### config.mk
export PLATFORM = sky130hd
export DESIGN_NAME = tcdm_group_interco
export DESIGN_NICKNAME = d
export VERILOG_FILES = /design/src/tcdm_pkg.sv /design/src/tcdm_group_interco.sv /design/src/tcdm_rr_arbiter.sv /design/src/tcdm_tile_xbar.sv
export VERILOG_INCLUDE_DIRS = /design/src
export SDC_FILE = /design/constraint.sdc
export NUM_CORES = 2
export LEC_CHECK = 0
export BUFFER_PORTS_ARGS = -buffer_cell sky130_fd_sc_hd__buf_2
export CORE_AREA = 2 2 677 679
export CTS_CLUSTER_DIAMETER = 150
export DETAILED_ROUTE_END_ITERATION = 12
export DIE_AREA = 0 0 679 681
export PLACE_DENSITY = 0.32
export SLEW_MARGIN = 20
export SYNTH_ARGS = -nofsm -noshare
export SYNTH_HDL_FRONTEND = slang
export SYNTH_SLANG_ARGS = --single-unit
### constraint.sdc
create_clock -name clk_i -period 7.8 [get_ports clk_i]
set_input_delay 0.78 -clock clk_i [delete_from_list [all_inputs] [get_ports clk_i]]
set_output_delay 0.78 -clock clk_i [all_outputs]
set_load 0.01 [all_outputs]
### src/tcdm_macros.svh
/* Sizes of the TCDM group interconnect. Include in every RTL file
   that needs a width or a count; the package builds its types on these. */

`ifndef TCDM_MACROS_SVH
`define TCDM_MACROS_SVH

// Group topology
`define TCDM_NUM_TILES 4
`define TCDM_NUM_PORTS 2   // Remote ports per tile, counted from 0

// Address split inside the group, row | bank | tile
`define TCDM_TILE_W 2
`define TCDM_BANK_W 4
`define TCDM_ROW_W  8

// Payload fields
`define TCDM_DATA_W 32
`define TCDM_BE_W   4
`define TCDM_AMO_W  4

// Tags returned with a response
`define TCDM_META_W 4      // Register file tag
`define TCDM_CORE_W 2      // Issuing core inside the tile

`endif

### src/tcdm_pkg.sv
/* Request, response and flit types of the TCDM group interconnect.
   Import with a wildcard in the module header. */

`include "tcdm_macros.svh"

package tcdm_pkg;

  typedef logic [`TCDM_TILE_W-1:0]                          tile_id_t;
  typedef logic [`TCDM_ROW_W+`TCDM_BANK_W+`TCDM_TILE_W-1:0] grp_addr_t;  // row | bank | tile
  typedef logic [`TCDM_ROW_W+`TCDM_BANK_W-1:0]              bank_addr_t; // row | bank

  typedef logic [`TCDM_META_W-1:0] meta_id_t;
  typedef logic [`TCDM_CORE_W-1:0] core_id_t;
  typedef logic [`TCDM_AMO_W-1:0]  amo_t;
  typedef logic [`TCDM_DATA_W-1:0] data_t;
  typedef logic [`TCDM_BE_W-1:0]   be_t;

  // Tile side, the address still holds the target tile
  typedef struct packed {
    meta_id_t  meta_id;
    core_id_t  core_id;
    amo_t      amo;
    data_t     data;
    logic      wen;
    be_t       be;
    grp_addr_t tgt_addr;
  } tcdm_master_req_t;

  typedef struct packed {
    meta_id_t   meta_id;
    core_id_t   core_id;
    amo_t       amo;
    data_t      data;
    logic       wen;
    be_t        be;
    bank_addr_t tgt_addr;
    tile_id_t   ini_addr;  // Initiating tile
  } tcdm_slave_req_t;

  typedef struct packed {
    meta_id_t meta_id;
    core_id_t core_id;
    amo_t     amo;
    data_t    data;
    tile_id_t ini_addr;    // Copied from the request
  } tcdm_slave_resp_t;

  typedef struct packed {
    meta_id_t meta_id;
    core_id_t core_id;
    amo_t     amo;
    data_t    data;
  } tcdm_master_resp_t;

  typedef struct packed {
    meta_id_t  meta_id;
    core_id_t  core_id;
    tile_id_t  src_tile_id;
    grp_addr_t tgt_addr;
  } flit_req_hdr_t;

  typedef struct packed {
    amo_t  amo;
    logic  wen;
    be_t   be;
    data_t data;
  } flit_req_payload_t;

  typedef struct packed {
    flit_req_hdr_t     hdr;
    flit_req_payload_t payload;
  } flit_req_t;

  typedef struct packed {
    meta_id_t meta_id;
    core_id_t core_id;
    tile_id_t tile_id;     // Destination of the response
  } flit_resp_hdr_t;

  typedef struct packed {
    amo_t  amo;
    data_t data;
  } flit_resp_payload_t;

  typedef struct packed {
    flit_resp_hdr_t     hdr;
    flit_resp_payload_t payload;
  } flit_resp_t;

endpackage

### src/tcdm_group_interco.sv
/* Intra-group TCDM remote-port interconnect. Packs master requests into
   flits, routes them per port to the target tile and unpacks them for the
   banks; responses go back the same way to the initiating tile. */

`include "tcdm_macros.svh"

module tcdm_group_interco
  import tcdm_pkg::*;
(
  input  logic clk_i,
  input  logic rst_n_i,
  // Master side, requests leave the tiles here
  input  tcdm_master_req_t  [`TCDM_NUM_TILES-1:0][`TCDM_NUM_PORTS-1:0] mst_req_i,
  input  logic              [`TCDM_NUM_TILES-1:0][`TCDM_NUM_PORTS-1:0] mst_req_valid_i,
  output logic              [`TCDM_NUM_TILES-1:0][`TCDM_NUM_PORTS-1:0] mst_req_ready_o,
  output tcdm_master_resp_t [`TCDM_NUM_TILES-1:0][`TCDM_NUM_PORTS-1:0] mst_resp_o,
  output logic              [`TCDM_NUM_TILES-1:0][`TCDM_NUM_PORTS-1:0] mst_resp_valid_o,
  input  logic              [`TCDM_NUM_TILES-1:0][`TCDM_NUM_PORTS-1:0] mst_resp_ready_i,
  // Slave side, towards the banks of the target tile
  output tcdm_slave_req_t   [`TCDM_NUM_TILES-1:0][`TCDM_NUM_PORTS-1:0] slv_req_o,
  output logic              [`TCDM_NUM_TILES-1:0][`TCDM_NUM_PORTS-1:0] slv_req_valid_o,
  input  logic              [`TCDM_NUM_TILES-1:0][`TCDM_NUM_PORTS-1:0] slv_req_ready_i,
  input  tcdm_slave_resp_t  [`TCDM_NUM_TILES-1:0][`TCDM_NUM_PORTS-1:0] slv_resp_i,
  input  logic              [`TCDM_NUM_TILES-1:0][`TCDM_NUM_PORTS-1:0] slv_resp_valid_i,
  output logic              [`TCDM_NUM_TILES-1:0][`TCDM_NUM_PORTS-1:0] slv_resp_ready_o
);

  localparam int unsigned NumTiles = `TCDM_NUM_TILES;
  localparam int unsigned NumPorts = `TCDM_NUM_PORTS;
  localparam int unsigned TileW    = `TCDM_TILE_W;
  localparam int unsigned AddrW    = $bits(grp_addr_t);

  // Crossbar side signals are port-major
  flit_req_t  [NumPorts-1:0][NumTiles-1:0] req_in_flit;
  tile_id_t   [NumPorts-1:0][NumTiles-1:0] req_sel;
  logic       [NumPorts-1:0][NumTiles-1:0] req_in_valid;
  logic       [NumPorts-1:0][NumTiles-1:0] req_in_ready;
  flit_req_t  [NumPorts-1:0][NumTiles-1:0] req_out_flit;
  logic       [NumPorts-1:0][NumTiles-1:0] req_out_valid;
  logic       [NumPorts-1:0][NumTiles-1:0] req_out_ready;

  flit_resp_t [NumPorts-1:0][NumTiles-1:0] resp_in_flit;
  tile_id_t   [NumPorts-1:0][NumTiles-1:0] resp_sel;
  logic       [NumPorts-1:0][NumTiles-1:0] resp_in_valid;
  logic       [NumPorts-1:0][NumTiles-1:0] resp_in_ready;
  flit_resp_t [NumPorts-1:0][NumTiles-1:0] resp_out_flit;
  logic       [NumPorts-1:0][NumTiles-1:0] resp_out_valid;
  logic       [NumPorts-1:0][NumTiles-1:0] resp_out_ready;

  for (genvar i = 0; i < NumTiles; i++) begin : gen_tile
    for (genvar j = 0; j < NumPorts; j++) begin : gen_port

      // Master request into request flit
      assign req_in_flit[j][i] = flit_req_t'{
        hdr: flit_req_hdr_t'{
          meta_id    : mst_req_i[i][j].meta_id,
          core_id    : mst_req_i[i][j].core_id,
          src_tile_id: tile_id_t'(i),            // Return address for the response
          tgt_addr   : mst_req_i[i][j].tgt_addr
        },
        payload: flit_req_payload_t'{
          amo : mst_req_i[i][j].amo,
          wen : mst_req_i[i][j].wen,
          be  : mst_req_i[i][j].be,
          data: mst_req_i[i][j].data
        }
      };
      assign req_sel[j][i]         = req_in_flit[j][i].hdr.tgt_addr[TileW-1:0]; // Low tile bits
      assign req_in_valid[j][i]    = mst_req_valid_i[i][j];
      assign mst_req_ready_o[i][j] = req_in_ready[j][i];

      // Request flit into slave request, tile bits stripped
      assign slv_req_o[i][j] = tcdm_slave_req_t'{
        meta_id : req_out_flit[j][i].hdr.meta_id,
        core_id : req_out_flit[j][i].hdr.core_id,
        amo     : req_out_flit[j][i].payload.amo,
        data    : req_out_flit[j][i].payload.data,
        wen     : req_out_flit[j][i].payload.wen,
        be      : req_out_flit[j][i].payload.be,
        tgt_addr: req_out_flit[j][i].hdr.tgt_addr[AddrW-1:TileW],
        ini_addr: req_out_flit[j][i].hdr.src_tile_id
      };
      assign slv_req_valid_o[i][j] = req_out_valid[j][i];
      assign req_out_ready[j][i]   = slv_req_ready_i[i][j];

      // Slave response into response flit
      assign resp_in_flit[j][i] = flit_resp_t'{
        hdr: flit_resp_hdr_t'{
          meta_id: slv_resp_i[i][j].meta_id,
          core_id: slv_resp_i[i][j].core_id,
          tile_id: slv_resp_i[i][j].ini_addr
        },
        payload: flit_resp_payload_t'{
          amo : slv_resp_i[i][j].amo,
          data: slv_resp_i[i][j].data
        }
      };
      assign resp_sel[j][i]         = resp_in_flit[j][i].hdr.tile_id;
      assign resp_in_valid[j][i]    = slv_resp_valid_i[i][j];
      assign slv_resp_ready_o[i][j] = resp_in_ready[j][i];

      // Response flit back into master response
      assign mst_resp_o[i][j] = tcdm_master_resp_t'{
        meta_id: resp_out_flit[j][i].hdr.meta_id,
        core_id: resp_out_flit[j][i].hdr.core_id,
        amo    : resp_out_flit[j][i].payload.amo,
        data   : resp_out_flit[j][i].payload.data
      };
      assign mst_resp_valid_o[i][j] = resp_out_valid[j][i];
      assign resp_out_ready[j][i]   = mst_resp_ready_i[i][j];

    end : gen_port
  end : gen_tile

  // One request and one response crossbar per remote port
  for (genvar j = 0; j < NumPorts; j++) begin : gen_xbar

    tcdm_tile_xbar #(
      .payload_t(flit_req_t      ),
      .NumTiles (NumTiles        )
    ) i_req_xbar (
      .clk_i    (clk_i           ),
      .rst_n_i  (rst_n_i         ),
      .data_i   (req_in_flit[j]  ),
      .valid_i  (req_in_valid[j] ),
      .ready_o  (req_in_ready[j] ),
      .sel_i    (req_sel[j]      ),
      .data_o   (req_out_flit[j] ),
      .valid_o  (req_out_valid[j]),
      .ready_i  (req_out_ready[j])
    );

    tcdm_tile_xbar #(
      .payload_t(flit_resp_t      ),
      .NumTiles (NumTiles         )
    ) i_resp_xbar (
      .clk_i    (clk_i            ),
      .rst_n_i  (rst_n_i          ),
      .data_i   (resp_in_flit[j]  ),
      .valid_i  (resp_in_valid[j] ),
      .ready_o  (resp_in_ready[j] ),
      .sel_i    (resp_sel[j]      ),
      .data_o   (resp_out_flit[j] ),
      .valid_o  (resp_out_valid[j]),
      .ready_i  (resp_out_ready[j])
    );

  end : gen_xbar

endmodule

### src/tcdm_rr_arbiter.sv
/* Round-robin arbiter for one crossbar output. Grants the first requester
   at or after the priority pointer; the pointer moves on a taken grant. */

`include "tcdm_macros.svh"

module tcdm_rr_arbiter #(
  parameter  int unsigned NumReq = `TCDM_NUM_TILES,
  localparam int unsigned IdxW   = (NumReq > 1) ? $clog2(NumReq) : 1
) (
  input  logic              clk_i,
  input  logic              rst_n_i,
  input  logic [NumReq-1:0] req_i,
  input  logic              gnt_en_i,   // Output can take a flit
  output logic [NumReq-1:0] gnt_o,
  output logic [IdxW-1:0]   gnt_idx_o
);

  logic [IdxW-1:0]   ptr_q;
  logic [NumReq-1:0] winner;
  logic [IdxW-1:0]   winner_idx;
  logic              any_req;

  // Search starts at the pointer and wraps around
  always_comb begin
    int unsigned idx;
    winner     = '0;
    winner_idx = '0;
    any_req    = 1'b0;
    for (int unsigned k = 0; k < NumReq; k++) begin
      idx = (ptr_q + k) % NumReq;
      if (!any_req && req_i[idx]) begin
        any_req         = 1'b1;
        winner[idx]     = 1'b1;
        winner_idx      = IdxW'(idx);
      end
    end
  end

  assign gnt_o     = gnt_en_i ? winner : '0;
  assign gnt_idx_o = winner_idx;

  always_ff @(posedge clk_i or negedge rst_n_i) begin
    if (!rst_n_i) begin
      ptr_q <= '0;
    end else if (gnt_en_i && any_req) begin
      // Winner drops to lowest priority
      if (winner_idx == IdxW'(NumReq - 1)) begin
        ptr_q <= '0;
      end else begin
        ptr_q <= winner_idx + 1'b1;
      end
    end
  end

  a_gnt_onehot: assert property (
    @(posedge clk_i) disable iff (!rst_n_i)
    $onehot0(gnt_o)
  ) else $error("arbiter grant is not one-hot");

  a_gnt_to_req: assert property (
    @(posedge clk_i) disable iff (!rst_n_i)
    (gnt_o & ~req_i) == '0
  ) else $error("arbiter granted an idle input");

endmodule

### src/tcdm_tile_xbar.sv
/* Tile-to-tile valid/ready crossbar. Every input names its output through
   sel_i; each output arbitrates round-robin and holds one flit in a register.
   The payload type is a parameter so request and response flits share it. */

`include "tcdm_macros.svh"

module tcdm_tile_xbar
  import tcdm_pkg::*;
#(
  parameter type         payload_t = logic,
  parameter int unsigned NumTiles  = `TCDM_NUM_TILES
) (
  input  logic                    clk_i,
  input  logic                    rst_n_i,
  // Inputs, one per source tile
  input  payload_t [NumTiles-1:0] data_i,
  input  logic     [NumTiles-1:0] valid_i,
  output logic     [NumTiles-1:0] ready_o,
  input  tile_id_t [NumTiles-1:0] sel_i,
  // Outputs, one per target tile
  output payload_t [NumTiles-1:0] data_o,
  output logic     [NumTiles-1:0] valid_o,
  input  logic     [NumTiles-1:0] ready_i
);

  localparam int unsigned IdxW = (NumTiles > 1) ? $clog2(NumTiles) : 1;

  logic     [NumTiles-1:0][NumTiles-1:0] out_req;     // [output][input]
  logic     [NumTiles-1:0][NumTiles-1:0] out_gnt;     // [output][input]
  logic     [NumTiles-1:0][IdxW-1:0]     out_gnt_idx;
  logic     [NumTiles-1:0]               out_load;
  payload_t [NumTiles-1:0]               data_q;
  logic     [NumTiles-1:0]               valid_q;

  for (genvar t = 0; t < NumTiles; t++) begin : gen_out

    for (genvar i = 0; i < NumTiles; i++) begin : gen_req
      assign out_req[t][i] = valid_i[i] && (sel_i[i] == tile_id_t'(t));
    end : gen_req

    // Register is free, or it drains in this cycle
    assign out_load[t] = !valid_q[t] || ready_i[t];

    tcdm_rr_arbiter #(
      .NumReq   (NumTiles        )
    ) i_rr_arbiter (
      .clk_i    (clk_i           ),
      .rst_n_i  (rst_n_i         ),
      .req_i    (out_req[t]      ),
      .gnt_en_i (out_load[t]     ),
      .gnt_o    (out_gnt[t]      ),
      .gnt_idx_o(out_gnt_idx[t]  )
    );

    always_ff @(posedge clk_i or negedge rst_n_i) begin
      if (!rst_n_i) begin
        valid_q[t] <= 1'b0;
      end else if (out_load[t]) begin
        valid_q[t] <= |out_gnt[t];   // Empty again if nobody won
      end
    end

    always_ff @(posedge clk_i) begin
      if (|out_gnt[t]) begin
        data_q[t] <= data_i[out_gnt_idx[t]];
      end
    end

    // A stalled flit must not change or vanish
    a_hold_on_stall: assert property (
      @(posedge clk_i) disable iff (!rst_n_i)
      valid_o[t] && !ready_i[t] |=> valid_o[t] && $stable(data_o[t])
    ) else $error("crossbar output %0d changed under stall", t);

  end : gen_out

  // An input only ever requests one output, so the OR is its own grant
  always_comb begin
    ready_o = '0;
    for (int unsigned t = 0; t < NumTiles; t++) begin
      for (int unsigned i = 0; i < NumTiles; i++) begin
        ready_o[i] = ready_o[i] | out_gnt[t][i];
      end
    end
  end

  assign data_o  = data_q;
  assign valid_o = valid_q;

endmodule
==> results.env <==
STATUS='complete, but fails checks'
FAILING_CHECKS='antenna rules'
MAXCLOCKFREQUENCY_GHz=0.170
CTS_BUFFERS=137
RSZ0062_AT_GRT='no'
GRT_USE_TOTAL_PCT=16.2
CRIT_REQUIRED_NS=7.02
ANTENNA_VIOLATING_NETS_POST_ROUTE=1
SYNTH_WARNINGS=0
AREA_DELTA_SYNTH_FINAL_PCT=32.7
INITIAL_CORE_UTILIZATION_PCT=13.5
SLEW_HEADROOM_PCT=26.3
MAX_SLEW.WORST_PIN.SLEW_NS=1.11
POWER.STATIC_LEAKAGE_nW=32.6
SYNTH-SEQ-CELLS=872
DPL.CELL_COUNT=12800
NUMCLOCKSINKS=872
DETAILED_ROUTE_WIRE_LENGTH_PER_CELL_MICRONS=30.2
CLK_PIN_SLEW_WORST_PATHS_NS=0.06
WORST_REG_TO_REG_CELLS=10
CTS_MAX_LEVEL=4
LIBRARY_CELL_WITH_THE_LARGEST_SUMMED_AREA_AFTER_SYNTHESIS='sky130_fd_sc_hd__edfxtp_1'
DIE_WIDTH_MICRONS=679
TOTALWIRELENGTH_MICRONS=397000
CRITICAL_PATH.STARTPOINT_TYPE='flip-flop'
HPWLAFTERDP_MICRONS=310000
SYNTH-MAIN-FF-CELL='sky130_fd_sc_hd__edfxtp_1'
GPL.FINAL_WEIGHTED_CONGESTION=0.925
DIE_AREA_SQ_UM=462000
TIMING.CRITICAL_PATH.TO_TYPE='output pin'
INSERTION_DELAY_NS=0.85
CTSLONGESTPATHBUFFERS=4
NUMBER_OF_FLOPS_MAPPED_TO_ENABLE_CELLS_BY_YOSYS=824
SYNTH_AREA_PER_CELL_SQ_UM=11.4
DESIGN.FINAL.NETS=7942
NETLIST-CELL-TYPE-COUNT=81
DESIGN.PORTCOUNT=1730
GRT_PASS1_VIAS=54400
NET_COUNT_SYNTH=6407
CRITICAL_PATH.REG2REG.ENDPOINT='gen_xbar[1].i_req_xbar.data_o[99]$_DFFE_PP_'
WORSTPATHARRIVAL_NS=5.12
MIN-DELAY-PATH-CLASS='input pin to flip-flop'
WHS_PATH_DEPTH=3
MAXCAPVIOLCOUNT=0
GRT_REMAINING_OVERFLOW=0
SYNTH.YOSYS.SEQ_AREA_SHARE_PCT=42.1
CELL_TYPES_OCCUPYING_THE_MOST_AREA_AFTER_SYNTHESIS='sky130_fd_sc_hd__edfxtp_1 40%, sky130_fd_sc_hd__mux2i_1 31%, sky130_fd_sc_hd__ha_1 2.7%'
FINAL_CELLS=13200
ASYNCSETRESETFLOPFRACSYNTH_PCT=5.50
ROWS=248
FINALWORSTPATHREQUIREDPERIOD_NS=5.90
MAX-VDD-IR-DROP_mV=0.501
DETAILROUTE.VIA_COUNT=55700
CRIT_TYPE='flip-flop to output pin'
DIE_H_MICRONS=681
ROOT_BUFFER='sky130_fd_sc_hd__clkbuf_16'
TOTAL_POWER_mW=39.0
POST_SYNTH_INST_COUNT=5401
CTS_TREE='done'
TIMING.CRITICAL_PATH.FANOUT_MAX=16
WORST_HOLD_PATH.ENDPOINT='gen_xbar[0].i_resp_xbar.data_o[134]$_DFFE_PP_'
PLACE.PORT_BUFFERS=1729
WORST_HOLD_STARTPOINT='slv_resp_i[180]'
DR.FIRST_ITER.DRC_COUNT=4144
TIMING_HOLD_VIOLATIONS_FINAL=0
FINALSETUPVIOLCOUNT=0
GRT_PASS1_WL_MICRONS=519000
FIN_WORST_SKEW_NS=0.0620
GRT_ANTENNA_BEFORE_REPAIR=294
SYNTHDOMINANTCELLAREASHARE_PCT=40.2
VIASPERCELL=4.23
REGTOREGSETUPSLACK_NS=2.76
DETAILED_ROUTING_ITERATION_COUNT_FOR_THE_PRE_ANTENNA_REPAIR_PASS=6
FINAL.PERIOD_UTILIZATION_PCT=75.6
CORE_SQ_UM=455000
SETUP_TOTAL_NEGATIVE_SLACK_NS=0
FRACTION_OF_LAYOUT_CELLS_WITH_A_SIZE_SUFFIX_ABOVE_1_PCT=30.3
SYNTHESIS.AREA_SQ_UM=61600
FINAL_MAX_SLEW_VIOL_COUNT=0
P_PER_AREA_nW_PER_UM2=478
DRC=0
GRT_MAX_DEGREE=128
CTS_RESIZED=0
==> cell usage in the layout, fill, tap and decap left out, drive strengths merged, types with 17 or more instances in the layout <==
master | Yosys | final
a211oi | 218 | 218
a21oi | 128 | 128
a221o | 19 | 19
a221oi | 32 | 32
a31oi | 183 | 183
a32oi | 17 | 17
and2 | 179 | 179
and3 | 45 | 45
and3b | 32 | 32
buf | 164 | 1809
clkbuf | 248 | 165
clkinv | 8 | 64
dfrtp | 48 | 48
diode | 0 | 122
edfxtp | 824 | 824
ha | 132 | 132
inv | 46 | 54
mux2i | 1881 | 1881
mux4 | 48 | 48
nand2 | 422 | 422
nand2b | 29 | 29
nand3 | 46 | 46
nand3b | 33 | 33
nand4 | 29 | 29
nor2 | 111 | 111
nor2b | 63 | 63
nor3 | 38 | 38
o211ai | 17 | 17
o21ai | 102 | 102
or3b | 17 | 17
==> cell usage after synthesis (all sizes together), types with 8 or more instances <==
cell / count
clkbuf: 248
nand2: 422
and2: 179
a32oi: 17
or3b: 17
a22o: 12
a221o: 19
mux4: 48
nor3b: 16
a31o: 8
edfxtp: 824
o31ai: 12
nor3: 38
o221ai: 15
inv: 46
xnor2: 16
o21ai: 102
mux2i: 1881
nor2: 111
o32ai: 11
a21oi: 128
nand3: 46
ha: 132
nand3b: 33
a221oi: 32
nand4b: 9
nand4: 29
o2bb2ai: 12
a22oi: 10
o22ai: 14
nand2b: 29
dfrtp: 48
nor2b: 63
buf: 164
o211ai: 17
and3b: 32
clkinv: 8
nor4: 12
a211oi: 218
and3: 45
a31oi: 183
==> how the worst max path moves through the flow <==
stage                                                 endpoint  slack, ns               start
floorplan           gen_xbar[1].i_req_xbar.data_o[0]$_DFFE_PP_       2.01  mst_req_valid_i[1]
global placement                            mst_req_ready_o[3]       2.51  mst_req_valid_i[3]
detailed placement                          mst_req_ready_o[3]       2.55           flip-flop
CTS                                         mst_req_ready_o[3]       1.61           flip-flop
global route                                mst_req_ready_o[3]       1.42           flip-flop
finish                                      mst_req_ready_o[3]       1.90           flip-flop
==> flip-flops by register name, summed over array words and instances, names as in the netlist, named ones only <==
register                                         count
gen_xbar.i_req_xbar.data_o                         488
gen_xbar.i_req_xbar.gen_out.i_rr_arbiter.ptr_q      12
gen_xbar.i_resp_xbar.valid_o                         8
gen_xbar.i_req_xbar.valid_o                          8
gen_xbar.i_resp_xbar.gen_out.i_rr_arbiter.ptr_q      8
gen_xbar.i_resp_xbar.data_o                        336
==> power breakdown <==
group	internal, mW	switching (mW)
registers	9.70	1.79
clock network	3.58	2.68
logic	6.49	14.8
==> worst max-delay path: stages, from the launching register on <==
cell                        delay (ns)
sky130_fd_sc_hd__dfrtp_1          0.69
sky130_fd_sc_hd__clkinv_1         0.50
sky130_fd_sc_hd__ha_1             0.63
sky130_fd_sc_hd__nor4bb_1         0.72
sky130_fd_sc_hd__a211oi_1         0.13
sky130_fd_sc_hd__a2bb2oi_1        0.22
sky130_fd_sc_hd__a22oi_1          0.27
sky130_fd_sc_hd__a21oi_1          0.09
sky130_fd_sc_hd__a31oi_1          0.31
sky130_fd_sc_hd__nand4_1          0.38
sky130_fd_sc_hd__buf_2            0.33
==> cell families after synthesis <==
kind of cell	count (synthesis)	synth area share, %
xor gates and xnor gates	21	0.299
muxes	1933	32.4
DFF	872	42.1
adders and majority gates	132	2.68
AOI/OAI and AO/OA	866	9.67
and+or+nand+nor	1109	9.36
buffers and inverters	468	3.45
==> routing by layer <==
layer,global-route usage [%],vias up,part of all wire (%)
met1,18.0,28300,38
met5,0,-,0.12
met2,28.9,2393,50
met4,6.93,72,5.1
met3,4.45,821,6.9
li1,-,24100,-
==> layout make-up <==
type,count,area (sq um)
inverters,54,208
flip-flops and latches,872,25900
fillers,50300,373000
repair buffers,1810,9460
clock buffers,165,3660
well taps,6000,7510
multi-input cells,4061,34000
diodes,122,305
clock inverters,76,611
==> stage by stage <==
step	area, sq um	hold WS (ns)	util [%]	worst slack (ns)
floorplan	61600	0.484	-	2.01
global placement	77100	0.664	16.9	2.51
detailed placement	77100	0.669	16.9	2.55
CTS	81400	0.236	17.9	1.61
global route	81500	0.283	17.9	1.42
finish	81700	0.350	18.0	1.90
==> what timing repair did <==
action	in CTS	in global routing
hold buffers	1	0
buffers inserted	0	0
hold endpoints to repair	20	0
(Power assumes the default switching activity.)
